File: config.mk
export PLATFORM = sky130hd
export DESIGN_NAME = capture_top
export DESIGN_NICKNAME = d
export VERILOG_FILES = /design/src/hw/capture_pkg.sv /design/src/hw/adc_sample_source.sv /design/src/hw/adc_level_trigger.sv /design/src/hw/capture_sequencer.sv /design/src/hw/sample_fifo.sv /design/src/hw/sample_readout.sv /design/src/hw/capture_top.sv
export VERILOG_INCLUDE_DIRS = /design/src /design/src/hw
export SDC_FILE = /design/constraint.sdc
export NUM_CORES = 1
export LEC_CHECK = 0
export BUFFER_PORTS_ARGS = -buffer_cell sky130_fd_sc_hd__buf_2
export CAP_MARGIN = 20
export CELL_PAD_IN_SITES_DETAIL_PLACEMENT = 1
export CELL_PAD_IN_SITES_GLOBAL_PLACEMENT = 1
export CORE_UTILIZATION = 49
export DETAILED_ROUTE_END_ITERATION = 7
export GPL_TIMING_DRIVEN = 0
export PLACE_DENSITY = 0.74
export SETUP_SLACK_MARGIN = 0.4
export SLEW_MARGIN = 20
export SYNTH_ARGS = -nofsm -noshare
export SYNTH_HDL_FRONTEND = slang
export SYNTH_HIERARCHICAL = 1
export SYNTH_SLANG_ARGS = --single-unit
File: constraint.sdc
create_clock -name ADC_clk_sample -period 3.2 [get_ports ADC_clk_sample]
set_input_delay 0 -clock ADC_clk_sample [delete_from_list [all_inputs] [get_ports ADC_clk_sample]]
set_output_delay 0 -clock ADC_clk_sample [all_outputs]
set_load 0.05 [all_outputs]
File: src/hw/capture_macros.svh
`ifndef CAPTURE_MACROS_SVH
`define CAPTURE_MACROS_SVH

// width of one ADC sample
`define CAP_SAMPLE_W 12

// sample FIFO geometry, depth must be 2**AW
`define CAP_FIFO_DEPTH 64
`define CAP_FIFO_AW 6

// offset and length counters
`define CAP_CNT_W 16

`endif

File: src/hw/capture_pkg.sv
`include "capture_macros.svh"

package capture_pkg;

   typedef logic [`CAP_SAMPLE_W-1:0] sample_t;   // raw unsigned ADC code
   typedef logic [`CAP_CNT_W-1:0]    count_t;    // offset or length in cycles

   // trigger source used by the sequencer
   typedef enum logic {
      TRIG_EXT = 1'b0,   // external trigger pin
      TRIG_ADC = 1'b1    // ADC level compare
   } trig_src_e;

   // host configuration, held stable while armed
   typedef struct packed {
      logic      test_pattern;   // counter instead of ADC pins
      trig_src_e trig_src;
      logic      trig_high;      // external trigger active high
      logic      trig_wait;      // see trigger inactive before arming
      sample_t   adc_level;      // msb set: fire above, clear: fire below
      count_t    offset;         // cycles skipped after the trigger
      count_t    length;         // samples written, at least 1
   } capture_cfg_t;

   // capture status seen by the host
   typedef struct packed {
      logic armed;
      logic capture_active;
      logic capture_done;
      logic overflow;
      logic adc_trigger;
   } capture_status_t;

endpackage

File: src/hw/adc_sample_source.sv
`timescale 1ns/1ps

module adc_sample_source (
   input  logic                      ADC_clk_sample,
   input  logic                      reset,
   input  capture_pkg::capture_cfg_t cfg_i,
   input  capture_pkg::sample_t      adc_data_i,
   output capture_pkg::sample_t      sample_o
);
   import capture_pkg::*;

   sample_t test_cnt;   // free-running ramp for test mode

   always_ff @(posedge ADC_clk_sample) begin
      if (reset) begin
         test_cnt <= '0;
      end else begin
         test_cnt <= test_cnt + 1'b1;   // wraps at 4096
      end
   end

   // one register stage between pins and the rest of the front end
   always_ff @(posedge ADC_clk_sample) begin
      if (cfg_i.test_pattern) begin
         sample_o <= test_cnt;
      end else begin
         sample_o <= adc_data_i;
      end
   end

endmodule

File: src/hw/adc_level_trigger.sv
`timescale 1ns/1ps
`include "capture_macros.svh"

module adc_level_trigger (
   input  logic                      ADC_clk_sample,
   input  logic                      reset,
   input  capture_pkg::capture_cfg_t cfg_i,
   input  capture_pkg::sample_t      sample_i,
   input  logic                      arm_pulse_i,
   output logic                      adc_trig_o
);

   logic allow;       // one trigger allowed per arm pulse
   logic above_sel;   // level msb picks the compare direction
   logic crossed;
   logic hit;

   assign above_sel = cfg_i.adc_level[`CAP_SAMPLE_W-1];

   always_comb begin
      if (above_sel) begin
         crossed = sample_i > cfg_i.adc_level;
      end else begin
         crossed = sample_i < cfg_i.adc_level;
      end
   end

   assign hit = allow & crossed;

   always_ff @(posedge ADC_clk_sample) begin
      if (reset) begin
         allow      <= 1'b0;
         adc_trig_o <= 1'b0;
      end else begin
         adc_trig_o <= hit;
         if (arm_pulse_i) begin
            allow <= 1'b1;
         end else if (hit) begin
            allow <= 1'b0;   // one shot
         end
      end
   end

   a_trig_one_shot: assert property (@(posedge ADC_clk_sample) disable iff (reset)
      adc_trig_o |=> !adc_trig_o);

endmodule

File: src/hw/capture_sequencer.sv
`timescale 1ns/1ps

module capture_sequencer (
   input  logic                      ADC_clk_sample,
   input  logic                      reset,
   input  capture_pkg::capture_cfg_t cfg_i,
   input  logic                      arm_i,
   input  logic                      ext_trigger_i,
   input  logic                      adc_trig_i,
   output logic                      arm_pulse_o,
   output logic                      fifo_clear_o,
   output logic                      wr_en_o,
   output logic                      armed_o,
   output logic                      capture_active_o,
   output logic                      capture_done_o
);
   import capture_pkg::*;

   typedef enum logic [2:0] {
      S_IDLE,
      S_WAIT_INACTIVE,
      S_ARMED,
      S_OFFSET,
      S_CAPTURE,
      S_DONE
   } seq_state_e;

   seq_state_e state;
   count_t     cnt;           // offset, then remaining samples
   logic       arm_q;
   logic       ext_q;         // registered trigger pin
   logic       arm_edge;
   logic       trig_active;

   assign arm_edge = arm_i & ~arm_q;

   // polarity only applies to the pin
   always_comb begin
      if (cfg_i.trig_src == TRIG_ADC) begin
         trig_active = adc_trig_i;
      end else begin
         trig_active = cfg_i.trig_high ? ext_q : ~ext_q;
      end
   end

   always_ff @(posedge ADC_clk_sample) begin
      if (reset) begin
         arm_q <= 1'b0;
         ext_q <= 1'b0;
         state <= S_IDLE;
         cnt   <= '0;
      end else begin
         arm_q <= arm_i;
         ext_q <= ext_trigger_i;
         if (arm_edge) begin
            // a new arm restarts from any state
            state <= cfg_i.trig_wait ? S_WAIT_INACTIVE : S_ARMED;
         end else begin
            case (state)
               S_WAIT_INACTIVE: begin
                  if (!trig_active) begin
                     state <= S_ARMED;
                  end
               end
               S_ARMED: begin
                  if (trig_active && cfg_i.offset == '0) begin
                     state <= S_CAPTURE;
                     cnt   <= cfg_i.length;
                  end else if (trig_active) begin
                     state <= S_OFFSET;
                     cnt   <= cfg_i.offset;
                  end
               end
               S_OFFSET: begin
                  if (cnt <= count_t'(1)) begin
                     state <= S_CAPTURE;
                     cnt   <= cfg_i.length;
                  end else begin
                     cnt <= cnt - 1'b1;
                  end
               end
               S_CAPTURE: begin
                  if (cnt <= count_t'(1)) begin
                     state <= S_DONE;   // last write this cycle
                  end else begin
                     cnt <= cnt - 1'b1;
                  end
               end
               default: begin
                  state <= state;       // idle and done hold until the next arm
               end
            endcase
         end
      end
   end

   assign arm_pulse_o      = arm_edge;
   assign fifo_clear_o     = arm_edge;   // old samples dropped on every arm
   assign wr_en_o          = (state == S_CAPTURE);
   assign armed_o          = (state == S_ARMED);
   assign capture_active_o = (state == S_CAPTURE);
   assign capture_done_o   = (state == S_DONE);

   a_wr_in_capture: assert property (@(posedge ADC_clk_sample) disable iff (reset)
      wr_en_o |-> capture_active_o);

endmodule

File: src/hw/sample_fifo.sv
`timescale 1ns/1ps
`include "capture_macros.svh"

module sample_fifo (
   input  logic                 ADC_clk_sample,
   input  logic                 reset,
   input  logic                 clear_i,
   input  logic                 wr_en_i,
   input  capture_pkg::sample_t wr_data_i,
   input  logic                 pop_i,
   output capture_pkg::sample_t rd_data_o,
   output logic                 empty_o,
   output logic                 overflow_o
);
   import capture_pkg::*;

   localparam logic [`CAP_FIFO_AW:0] FULL_CNT = `CAP_FIFO_DEPTH;

   sample_t                 mem [`CAP_FIFO_DEPTH];
   logic [`CAP_FIFO_AW-1:0] wr_ptr;
   logic [`CAP_FIFO_AW-1:0] rd_ptr;
   logic [`CAP_FIFO_AW:0]   count;    // one extra bit to tell full from empty
   logic                    full;
   logic                    wr_ok;
   logic                    rd_ok;

   assign full    = (count == FULL_CNT);
   assign empty_o = (count == '0);
   assign wr_ok   = wr_en_i & ~full;    // writes while full are lost
   assign rd_ok   = pop_i & ~empty_o;

   always_ff @(posedge ADC_clk_sample) begin
      if (wr_ok) begin
         mem[wr_ptr] <= wr_data_i;
      end
   end

   always_ff @(posedge ADC_clk_sample) begin
      if (reset || clear_i) begin
         wr_ptr     <= '0;
         rd_ptr     <= '0;
         count      <= '0;
         overflow_o <= 1'b0;
      end else begin
         if (wr_ok) begin
            wr_ptr <= wr_ptr + 1'b1;
         end
         if (rd_ok) begin
            rd_ptr <= rd_ptr + 1'b1;
         end
         case ({wr_ok, rd_ok})
            2'b10:   count <= count + 1'b1;
            2'b01:   count <= count - 1'b1;
            default: count <= count;
         endcase
         if (wr_en_i && full) begin
            overflow_o <= 1'b1;   // sticky until the next clear
         end
      end
   end

   assign rd_data_o = mem[rd_ptr];   // first word fall-through

   a_no_pop_empty: assert property (@(posedge ADC_clk_sample) disable iff (reset)
      pop_i |-> !empty_o);

endmodule

File: src/hw/sample_readout.sv
`timescale 1ns/1ps

module sample_readout (
   input  logic                 ADC_clk_sample,
   input  logic                 reset,
   input  logic                 empty_i,
   input  capture_pkg::sample_t fifo_data_i,
   output logic                 pop_o,
   output logic                 rd_req_o,
   output capture_pkg::sample_t rd_data_o,
   input  logic                 rd_ack_i
);

   typedef enum logic [1:0] {
      R_IDLE,
      R_REQ,        // req high, waiting for ack
      R_RELEASE     // waiting for ack to drop
   } rd_state_e;

   rd_state_e state;

   always_ff @(posedge ADC_clk_sample) begin
      if (reset) begin
         state <= R_IDLE;
      end else begin
         case (state)
            R_IDLE: begin
               if (!empty_i && !rd_ack_i) begin
                  state <= R_REQ;
               end
            end
            R_REQ: begin
               if (rd_ack_i) begin
                  state <= R_RELEASE;
               end
            end
            default: begin
               if (!rd_ack_i) begin
                  state <= R_IDLE;
               end
            end
         endcase
      end
   end

   // word held for the whole req phase
   always_ff @(posedge ADC_clk_sample) begin
      if (state == R_IDLE && !empty_i && !rd_ack_i) begin
         rd_data_o <= fifo_data_i;
      end
   end

   assign rd_req_o = (state == R_REQ);
   assign pop_o    = (state == R_REQ) & rd_ack_i & ~empty_i;   // pop as ack is seen

   a_data_stable: assert property (@(posedge ADC_clk_sample) disable iff (reset)
      rd_req_o && !rd_ack_i |=> !rd_req_o || $stable(rd_data_o));

endmodule

File: src/hw/capture_top.sv
`timescale 1ns/1ps

module capture_top (
   input  logic                         ADC_clk_sample,
   input  logic                         reset,
   input  capture_pkg::capture_cfg_t    cfg_i,
   input  logic                         arm_i,
   input  capture_pkg::sample_t         adc_data_i,
   input  logic                         ext_trigger_i,
   output capture_pkg::capture_status_t status_o,
   output logic                         rd_req_o,
   output capture_pkg::sample_t         rd_data_o,
   input  logic                         rd_ack_i
);
   import capture_pkg::*;

   sample_t sample;
   sample_t fifo_data;
   logic    adc_trig;
   logic    arm_pulse;
   logic    fifo_clear;
   logic    wr_en;
   logic    armed;
   logic    capture_active;
   logic    capture_done;
   logic    empty;
   logic    overflow;
   logic    pop;

   adc_sample_source u_source (
      .ADC_clk_sample (ADC_clk_sample),
      .reset          (reset),
      .cfg_i          (cfg_i),
      .adc_data_i     (adc_data_i),
      .sample_o       (sample)
   );

   adc_level_trigger u_level_trig (
      .ADC_clk_sample (ADC_clk_sample),
      .reset          (reset),
      .cfg_i          (cfg_i),
      .sample_i       (sample),
      .arm_pulse_i    (arm_pulse),
      .adc_trig_o     (adc_trig)
   );

   capture_sequencer u_seq (
      .ADC_clk_sample   (ADC_clk_sample),
      .reset            (reset),
      .cfg_i            (cfg_i),
      .arm_i            (arm_i),
      .ext_trigger_i    (ext_trigger_i),
      .adc_trig_i       (adc_trig),
      .arm_pulse_o      (arm_pulse),
      .fifo_clear_o     (fifo_clear),
      .wr_en_o          (wr_en),
      .armed_o          (armed),
      .capture_active_o (capture_active),
      .capture_done_o   (capture_done)
   );

   sample_fifo u_fifo (
      .ADC_clk_sample (ADC_clk_sample),
      .reset          (reset),
      .clear_i        (fifo_clear),
      .wr_en_i        (wr_en),
      .wr_data_i      (sample),
      .pop_i          (pop),
      .rd_data_o      (fifo_data),
      .empty_o        (empty),
      .overflow_o     (overflow)
   );

   sample_readout u_readout (
      .ADC_clk_sample (ADC_clk_sample),
      .reset          (reset),
      .empty_i        (empty),
      .fifo_data_i    (fifo_data),
      .pop_o          (pop),
      .rd_req_o       (rd_req_o),
      .rd_data_o      (rd_data_o),
      .rd_ack_i       (rd_ack_i)
   );

   assign status_o = '{
      armed:          armed,
      capture_active: capture_active,
      capture_done:   capture_done,
      overflow:       overflow,
      adc_trigger:    adc_trig
   };

endmodule

[After elaboration in Yosys (flattened, before gate mapping)]
Memories as Yosys holds them, arrays and structs flattened. A register that Yosys moved wholly into a read port is not among the register bits.
Index checks and enable logic that the tools add are counted.
Cells by class
  add/subtract/negate cells: 6
  magnitude comparators: 3
  equality and inequality tests: 18
  mux-type cells: 26
  bitwise logic cells: 11
  reduce and logical (&&, ||, !) cells: 18
Operator list (number)
  $mux W16: 4
  $pmux W16 S3: 1
  $mux W3: 6
  $le A16 B1 Y1 const B: 1
  $logic_not A16 Y1: 1
  $sub A16 B1 Y16 const B: 1
  $pmux W7 S2: 1
  $add A12 B1 Y12 const B: 1
  $add A6 B1 Y6 const B: 2
  $gt A12 B12 Y1: 1
  $lt A12 B12 Y1: 1
  $mux W12: 1
  $pmux W3 S4: 1
  $ne A3 B2 Y1 const B: 3
  $mux W2: 4
  $add A7 B1 Y7 const B: 1
  $eq A7 B7 Y1 const B: 1
  $logic_not A7 Y1: 1
  $mux W1: 7
  $sub A7 B1 Y7 const B: 1
  $and A1 B1 Y1: 6
  $eq A3 B2 Y1 const B: 2
  $eq A3 B3 Y1 const B: 2
  $ne A3 B1 Y1 const B: 2
  18 further kinds: 30
Storage, ports and cells
  bits in registers: 69
  memory bits (writable): 768
  input port bits: 65
  output and inout bits: 18
  word-level logic and storage cells: 96
  memories kept: 1
Memories
  u_fifo.mem: depth 64, bits a word 12, read ports 1, clocked after Yosys merged registers in 1, wr ports 1, line sample_fifo.sv:19  | sample_t mem [`CAP_FIFO_DEPTH];

[Longest topological paths before layout]
Gate-level depths: netlist (run 1).
  word-level depth: 7
  mapped depth: 17
  mapped depth without buffers: 13

[By module]
The synthesis (run 1) kept the hierarchy.
By module, submodules not included
  sample_fifo: times used 1, cells an instance 1497, area an instance 30999.7 um^2, sequential area each 23582.6 um^2
  capture_sequencer: times used 1, cells an instance 210, area an instance 1705.4 um^2, sequential area each 420.4 um^2
  adc_sample_source: times used 1, cells an instance 79, area an instance 870.8 um^2, sequential area each 480.5 um^2
  sample_readout: times used 1, cells an instance 24, area an instance 462.9 um^2, sequential area each 400.4 um^2
  adc_level_trigger: times used 1, cells an instance 48, area an instance 392.9 um^2, sequential area each 40.0 um^2
  capture_top: times used 1, cells an instance 5, area an instance 37.5 um^2, sequential area each 0.0 um^2

[Worst setup path before layout (run 1)]
No wires, ideal clock.
  path type: flip-flop to flip-flop
  start: reg u_fifo.count[3]
  end: reg u_fifo.count[4]
  library setup time: 0.071 ns
  arrival time: 3.329 ns
  required time: 3.129 ns
  slack: -0.199 ns
  cell stages (with the launch flop): 16
  path buffers: 3
  clock period less this slack: 3.399 ns
  path through: dfxtp_1 buf_2 or4_1 nor4_1 nor3_1 o41a_1 buf_2 ha_1 buf_1 xor2_1 ha_1 a21oi_1 a31o_2 a22oi_1 or3_1 a21oi_1
Between the ends
  cells in the longest elaborated chain, start to end: 6
  elaborated cells between the ends (all ways): 13
  classes of those cells: add/sub (2); eq/ne (3); mux (1); bitwise (5); reduce/logical (2)
Ends and longest elaborated chain
  start: declaration: line sample_fifo.sv:22  | logic [`CAP_FIFO_AW:0] count;
  start signal: assignment: line sample_fifo.sv:52  | 2'b10: count <= count + 1'b1;
  start signal: assignment: line sample_fifo.sv:53  | 2'b01: count <= count - 1'b1;
  start signal: assignment: line sample_fifo.sv:54  | default: count <= count;
  $logic_not A7 Y1 *: line sample_fifo.sv:28  | assign empty_o = (count == '0);
  net empty: line capture_top.sv:26  | logic empty;
  $not A1 Y1 *: line sample_readout.sv:54  | assign pop_o = (state == R_REQ) & rd_ack_i & ~empty_i;
  $and A1 B1 Y1 *: line sample_readout.sv:54
  net pop: line capture_top.sv:28  | logic pop;
  $and A1 B1 Y1 *: line sample_fifo.sv:30  | assign rd_ok = pop_i & ~empty_o;
  $eq A2 B1 Y1 / $eq A2 B2 Y1 (equally long branches): line sample_fifo.sv:51  | case ({wr_ok, rd_ok})
  $pmux W7 S2 / $reduce_bool A2 Y1 (equally long branches)
The timed path passes the listed nets; every way through them passes the cells marked *.
A chain may end at the register's enable or synchronous reset.

[Worst setup path in the final report (run 1)]
Ends and elaborated chain as after synthesis.

==> results of run 1 <==
-- synthesized netlist by cell type, drive strengths merged (9+ instances only) --
cell type,count
nor3,9
a211oi,11
clkbuf,26
xor2,17
nor2b,16
mux4,178
edfxtp,780
o21ai,38
a21oi,34
nand2b,11
nor2,132
nor4,15
a22oi,23
dfxtp,75
o22ai,47
mux2,34
inv,26
or3,11
ha,20
nand4,14
nand3,16
a221oi,12
a31oi,11
nand2,51
mux2i,63
o31ai,9
buf,78
-- worst max-delay path, stage by stage (launching register included) --
cell      delay (ns)
dfxtp_2         0.32
buf_6           0.11
or4_4           0.55
nor4_4          0.22
nor3_2          0.09
o41a_1          0.14
buf_6           0.14
ha_4            0.16
buf_8           0.11
xor2_1          0.13
ha_2            0.23
a21oi_4         0.05
o311ai_2        0.26
a22oi_1         0.12
or3_1           0.37
a21oi_1         0.14
-- per-stage QoR --
stage	cells	setup TNS (ns)	worst slack, ns
after CTS	3205	0	0.1172
after detailed placement	2887	-350.98	-0.7212
final	3228	0	0.003030
after global routing	3228	-0.2094	-0.1774
after global placement	2876	-444.14	-1.748
after floorplan	1863	0	0.1187
-- power by group through the flow --
stage               combinational (uW)  clock, uW  sequential, uW
floorplan                          473          0           12600
global placement                   682          0           12700
detailed placement                 798          0           12700
CTS                                908      10200           12400
global route                      1050      10700           12400
finish                             984      10200           12400
-- sequential cells by signal (all words and copies together), names as in the netlist, 2 cells and up, named ones only --
name and flops:
u_seq/cnt 16, u_fifo/mem 768, u_fifo/rd_ptr 6, u_readout/rd_data_o 12, u_seq/state 3, u_readout/state 2, u_source/sample_o 12, u_fifo/wr_ptr 6
u_fifo/count 7, u_source/test_cnt 12
-- per-layer routing --
metal / up-vias / part of all wire [%]
li1: 8339 / -
met1: 10863 / 37
met2: 1270 / 49
met3: 315 / 9.1
met4: 4 / 4.9
met5: - / 0.025
-- cell type report --
cell class                 instances  area (sq um)  share of cell area [%]
buffer                           104         867.1                   2.044
clock buffer                     112          2385                   5.621
clock inverter                    47         427.9                   1.009
inverter                          27         116.4                  0.2742
multi-input combinational        877          9719                   22.91
sequential                       855         24970                   58.85
tap                              931          1165                   2.745
timing repair buffer             275          2779                   6.550
-- path summary, 6_finish.rpt --
path / startpoint / to
hold / removal: cfg_i[42] / u_level_trig/adc_trig_o$_SDFF_PP0_
hold reg to reg: u_fifo/overflow_o$_SDFFE_PP0P_ / u_fifo/overflow_o$_SDFFE_PP0P_
setup reg to reg: u_fifo/count[3]$_SDFFE_PP0P_ / u_fifo/count[4]$_SDFFE_PP0P_
setup / recovery: u_fifo/count[3]$_SDFFE_PP0P_ / u_fifo/count[4]$_SDFFE_PP0P_
-- what timing repair did --
action                                  in CTS  in global routing
hold buffers                                53                  0
gates cloned                                 0                  2
hold endpoints to repair                    41                  0
gates resized for setup                    168                 83
setup buffers                              106                 21
endpoints found under the setup margin     788                489
pin swaps                                   66                 21
-- logic make-up after synthesis --
kind of cell	synth area share [%]
adders and majority gates	0.7260
xor gates and xnor gates	0.5336
and+or+nand+nor	4.900
muxes	14.57
buffers and inverters	2.120
AOI/OAI and AO/OA	4.842
DFF	72.31
==> run_results.csv, run 1 <==
group,metric,value,unit
outcome,status,"complete, no violations",
layout,final_design_area_no_fill,42430,sq um
logic_synthesis,ys_seq_area_share,72.31,%
floorplanning,ios,83,
floorplanning,row_count,96,
global_routing,grt_pass1_wl,151300,um
layout,antenna_cells,0,
route,drt-initial-drc-count,2278,
global_routing,grt_max_degree,66,
timing,final_hold_viol_count,0,
power_and_ir_drop,p_clk_share,43.3,%
layout,utilization,61.43,%
logic_synthesis,yosysTopAreaCell,"edfxtp_1",
global_routing,grt-busiest-layer,"met2",
placement,hpwl,61790,um
global_routing,antenna_found_initial,4,
timing,fin_crit,3.197,ns
logic_synthesis,syn_avg_cell_area,18.50,sq um
min_path,min_path_type,"in2reg",
timing,tightest_slew,1.073,ns
power_and_ir_drop,switching_share,21.81,%
clocking,cts.clk_slew.worst_paths,0.07,ns
layout,syn_to_final_growth,23.09,%
logic_synthesis,ys.flop_type,"edfxtp_1",
global_routing,grt_use_met3,5.756,%
timing,period_share,99.91,%
global_routing,grt_overflow,0,
layout,mostFrequentLayoutCells,"edfxtp_1 (780), mux4_2 (178), buf_2 (95)",
logic_synthesis,synth_warnings,6,
clocking,clock_latency,0.65,ns
logic_synthesis,synth_seq_cells,855,
critical_path,crit_required,3.77,ns
placement,gp_congestion,0.9288,
min_path,holdPathStages,7,
timing,max_freq,312.8,MHz
power_and_ir_drop,p_sw,5159,uW
layout,drive_gt1_share,35.52,%
floorplanning,die_x,267.2,um
floorplanning,initial_utilization,49.91,%
global_routing,first_global_vias,21787,
route,drt-total-wl,107100,um
clocking,htreeDepth,3,
logic_synthesis,yosysTopAreaCellShare,67.95,%
floorplanning,core_area,69070,sq um
power_and_ir_drop,leakage,0.01358,uW
timing,rsz0062_at_grt,"yes",
power_and_ir_drop,combPwrFrac,4.2,%
power_and_ir_drop,finalPower,23650,uW
logic_synthesis,netlist_top_cells_area,"edfxtp_1 (68%), mux4_2 (12%), dfxtp_1 (4.4%), mux2i_1 (1.8%), nor2_1 (1.4%)",
global_routing,met2_usage,50.43,%
critical_path,cp-start-kind,"flop",
timing,maxSlewHeadroom,28.45,%
critical_path,reg2reg_slack,0.003,ns
clocking,numClockSinks,855,
global_routing,track_usage,30.08,%
clocking,clockRootBuffer,"clkbuf_16",
route,vias,20791,
route,wl_per_cell,33.17,um
layout,fillers,5954,
clocking,cts_tree,"done",
logic_synthesis,syn_inst,1863,
placement,place_area,36490,sq um
route,first_pass_iters,5,
route,ant_nets,0,
layout,final_common_cell,"edfxtp_1",
logic_synthesis,syn-num-nets,1948,
placement,portBuffers,82,
timing,final-setup-viol-count,0,
logic_synthesis,netlist_area,34470,sq um
timing,fin_skew,0.03181,ns
clocking,cts_buffers,87,
logic_synthesis,yosysUniqueCellTypes,87,
run,drv_cap,0,
floorplanning,fp.dieArea,71410,sq um
logic_synthesis,synthArstFlopShare,0,%
floorplanning,die_h,267.2,um
power_and_ir_drop,power_density,557.4,nW/um^2
route,route.detailed.drc,0,
critical_path,cp.arrival,3.77,ns
critical_path,critical_path_peak_fanout,4,
power_and_ir_drop,p_int,18490,uW
layout,fin_nets,2312,
power_and_ir_drop,seqPwrFrac,52.6,%
clocking,cts_max_path_buffers,3,
route,drt-vias-per-instance,6.441,
critical_path,critical_path_class,"reg2reg",
timing,report.final.slew_viol_count,0,
critical_path,endpoint_kind,"flop",
timing,fin_hold_ws,0.04959,ns
critical_path,worstRegToRegCells,15,
global_routing,grt_use_met1,38.35,%
logic_synthesis,synth_edf_count,780,
power_and_ir_drop,ir_drop,395.1,uV
Power figures use the tool's default switching activity.
==> run 2, diff against run 1 <==
--- a/config.mk
+++ b/config.mk
@@ -13,6 +13,7 @@
 export CORE_UTILIZATION = 49
 export DETAILED_ROUTE_END_ITERATION = 7
 export GPL_TIMING_DRIVEN = 0
+export HOLD_SLACK_MARGIN = 0.12
 export PLACE_DENSITY = 0.74
 export SETUP_SLACK_MARGIN = 0.4
 export SLEW_MARGIN = 20
==> run_results.csv, run 2 (same netlist as run 1, synthesis figures left out) <==
group,metric,value,unit
timing,maxSlewHeadroom,30.88,%
layout,syn_to_final_growth,23.68,%
floorplanning,die_x,267.2,um
critical_path,critical_path_peak_fanout,8,
power_and_ir_drop,seqPwrFrac,52.1,%
timing,fin_skew,0.04589,ns
critical_path,r2r_start,"u_fifo/count[4]$_SDFFE_PP0P_",
route,ant_nets,0,
layout,largest_register_ffs,768,
global_routing,grt_pass1_wl,153000,um
floorplanning,ios,83,
layout,largest_register,"u_fifo/mem",
floorplanning,fp.dieArea,71410,sq um
run,drv_cap,0,
timing,fin_tns_setup,0,ns
timing,report.final.slew_viol_count,0,
global_routing,grt_max_degree,66,
critical_path,endpoint_kind,"flop",
layout,reg_top3,"u_fifo/mem: 768 flops, u_seq/cnt: 16 flops",
timing,period_share,99.98,%
power_and_ir_drop,p_clk_share,43.6,%
power_and_ir_drop,combPwrFrac,4.3,%
clocking,clockRootBuffer,"clkbuf_16",
placement,dpl_worst_slack,-0.7212,ns
min_path,min_from,"cfg_i[41]",
route,vias,21131,
timing,rsz0062_at_grt,"yes",
critical_path,crit_required,3.78,ns
layout,drive_gt1_share,35.10,%
clocking,clock_latency,0.66,ns
global_routing,track_usage,30.39,%
outcome,status,"complete, no violations",
power_and_ir_drop,p_int,18520,uW
clocking,htreeDepth,3,
floorplanning,die_h,267.2,um
route,wl_per_cell,34.41,um
placement,portBuffers,82,
power_and_ir_drop,p_sw,5335,uW
layout,fin_nets,2334,
clocking,numClockSinks,855,
critical_path,critical_path.startpoint,"u_fifo/count[4]$_SDFFE_PP0P_",
global_routing,antenna_found_initial,2,
critical_path,critical_path_class,"reg2reg",
critical_path,cp-start-kind,"flop",
clocking,cts_buffers,87,
route,first_pass_iters,5,
timing,max_freq,312.5,MHz
route,drt-total-wl,111900,um
global_routing,first_global_vias,21956,
timing,final-setup-viol-count,0,
global_routing,grt_overflow,0,
placement,hpwl,61790,um
timing,tightest_slew,1.037,ns
timing,final_hold_viol_count,0,
floorplanning,core_area,69070,sq um
clocking,cts_max_path_buffers,3,
route,drt-initial-drc-count,2443,
power_and_ir_drop,leakage,0.01368,uW
power_and_ir_drop,switching_share,22.37,%
timing,fin_ws,0.0004934,ns
floorplanning,initial_utilization,49.91,%
clocking,cts_tree,"done",
route,drt-vias-per-instance,6.500,
floorplanning,row_count,96,
layout,instances_no_fill,3251,
critical_path,cp.arrival,3.78,ns
layout,final_common_cell,"edfxtp_1",
clocking,cts.clk_slew.worst_paths,0.06,ns
timing,fin_crit,3.200,ns
route,route.detailed.drc,0,
placement,gp_congestion,0.9288,
power_and_ir_drop,ir_drop,391.5,uV
layout,mostFrequentLayoutCells,"edfxtp_1 (780), mux4_2 (178), buf_2 (96)",
placement,dp_cells,2887,
power_and_ir_drop,power_density,559.5,nW/um^2
min_path,min_path_type,"in2reg",
run 2: final timing paths:
| kind | slack [ns] | depth (start not counted) | to |
|---|---|---|---|
| max reg2reg | 0.0005 | 14 | u_fifo/count[4]$_SDFFE_PP0P_ |
| max | 0.0005 | 14 | u_fifo/count[4]$_SDFFE_PP0P_ |
| min reg2reg | 0.49 | 1 | u_source/test_cnt[0]$_SDFF_PP0_ |
| min | 0.17 | 7 | u_level_trig/adc_trig_o$_SDFF_PP0_ |
run 2: stage by stage:
step / hold WS (ns) / area, sq um / utilization [%] / total power, uW
final: 0.1696 / 42630 / 61.72 / 23850
after global routing: 0.2186 / 42630 / 61.72 / 24350
after CTS: 0.1574 / 42020 / 60.84 / 23580
after detailed placement: 0.2221 / 36490 / 52.83 / 13470
after global placement: 0.2183 / 36140 / 52.32 / 13420
after floorplan: 0.07161 / 34560 / - / 13090
run 2: power by group through the flow:
stage / sequential [uW] / combinational (uW) / clock (uW)
after detailed placement: 12700 / 798 / 0
final: 12400 / 1020 / 10400
after global placement: 12700 / 682 / 0
after global routing: 12400 / 1080 / 10800
after floorplan: 12600 / 473 / 0
after CTS: 12400 / 932 / 10200
run 2: per-layer routing:
metal / global-route usage [%] / vias to the layer above / part of all wire [%]
li1: - / 8375 / -
met1: 38.70 / 11035 / 36
met2: 51.06 / 1378 / 50
met3: 5.599 / 339 / 9.1
met4: 13.34 / 4 / 4.9
met5: 0 / - / 0.024
run 2: layout make-up:
type | count | area, sq um
multi-input cells | 877 | 9713
clock buffers | 112 | 2385
fillers | 5941 | 26440
plain buffers | 104 | 877.1
clock inverters | 47 | 427.9
repair buffers | 297 | 2974
diodes | 1 | 2.502
well taps | 931 | 1165
inverters | 27 | 116.4
flip-flops and latches | 855 | 24970
run 2: timing repair:
action | CTS | global route
setup endpoints to repair | 788 | 540
resized for setup | 168 | 83
gates cloned | 0 | 2
hold endpoints to repair | 63 | 0
pin swaps | 66 | 22
setup buffers | 106 | 20
hold buffers | 76 | 0
run 2: critical path: stages (launching register included):
cell and delay, ns:
dfxtp_1 0.40, or4_4 0.56, nor4_4 0.22, nor3_2 0.09, o41a_1 0.14, buf_6 0.14
ha_4 0.16, buf_8 0.11, xor2_1 0.13, ha_2 0.23, a21oi_4 0.05, o311ai_2 0.25
a22oi_1 0.13, or3_1 0.37, a21oi_1 0.14
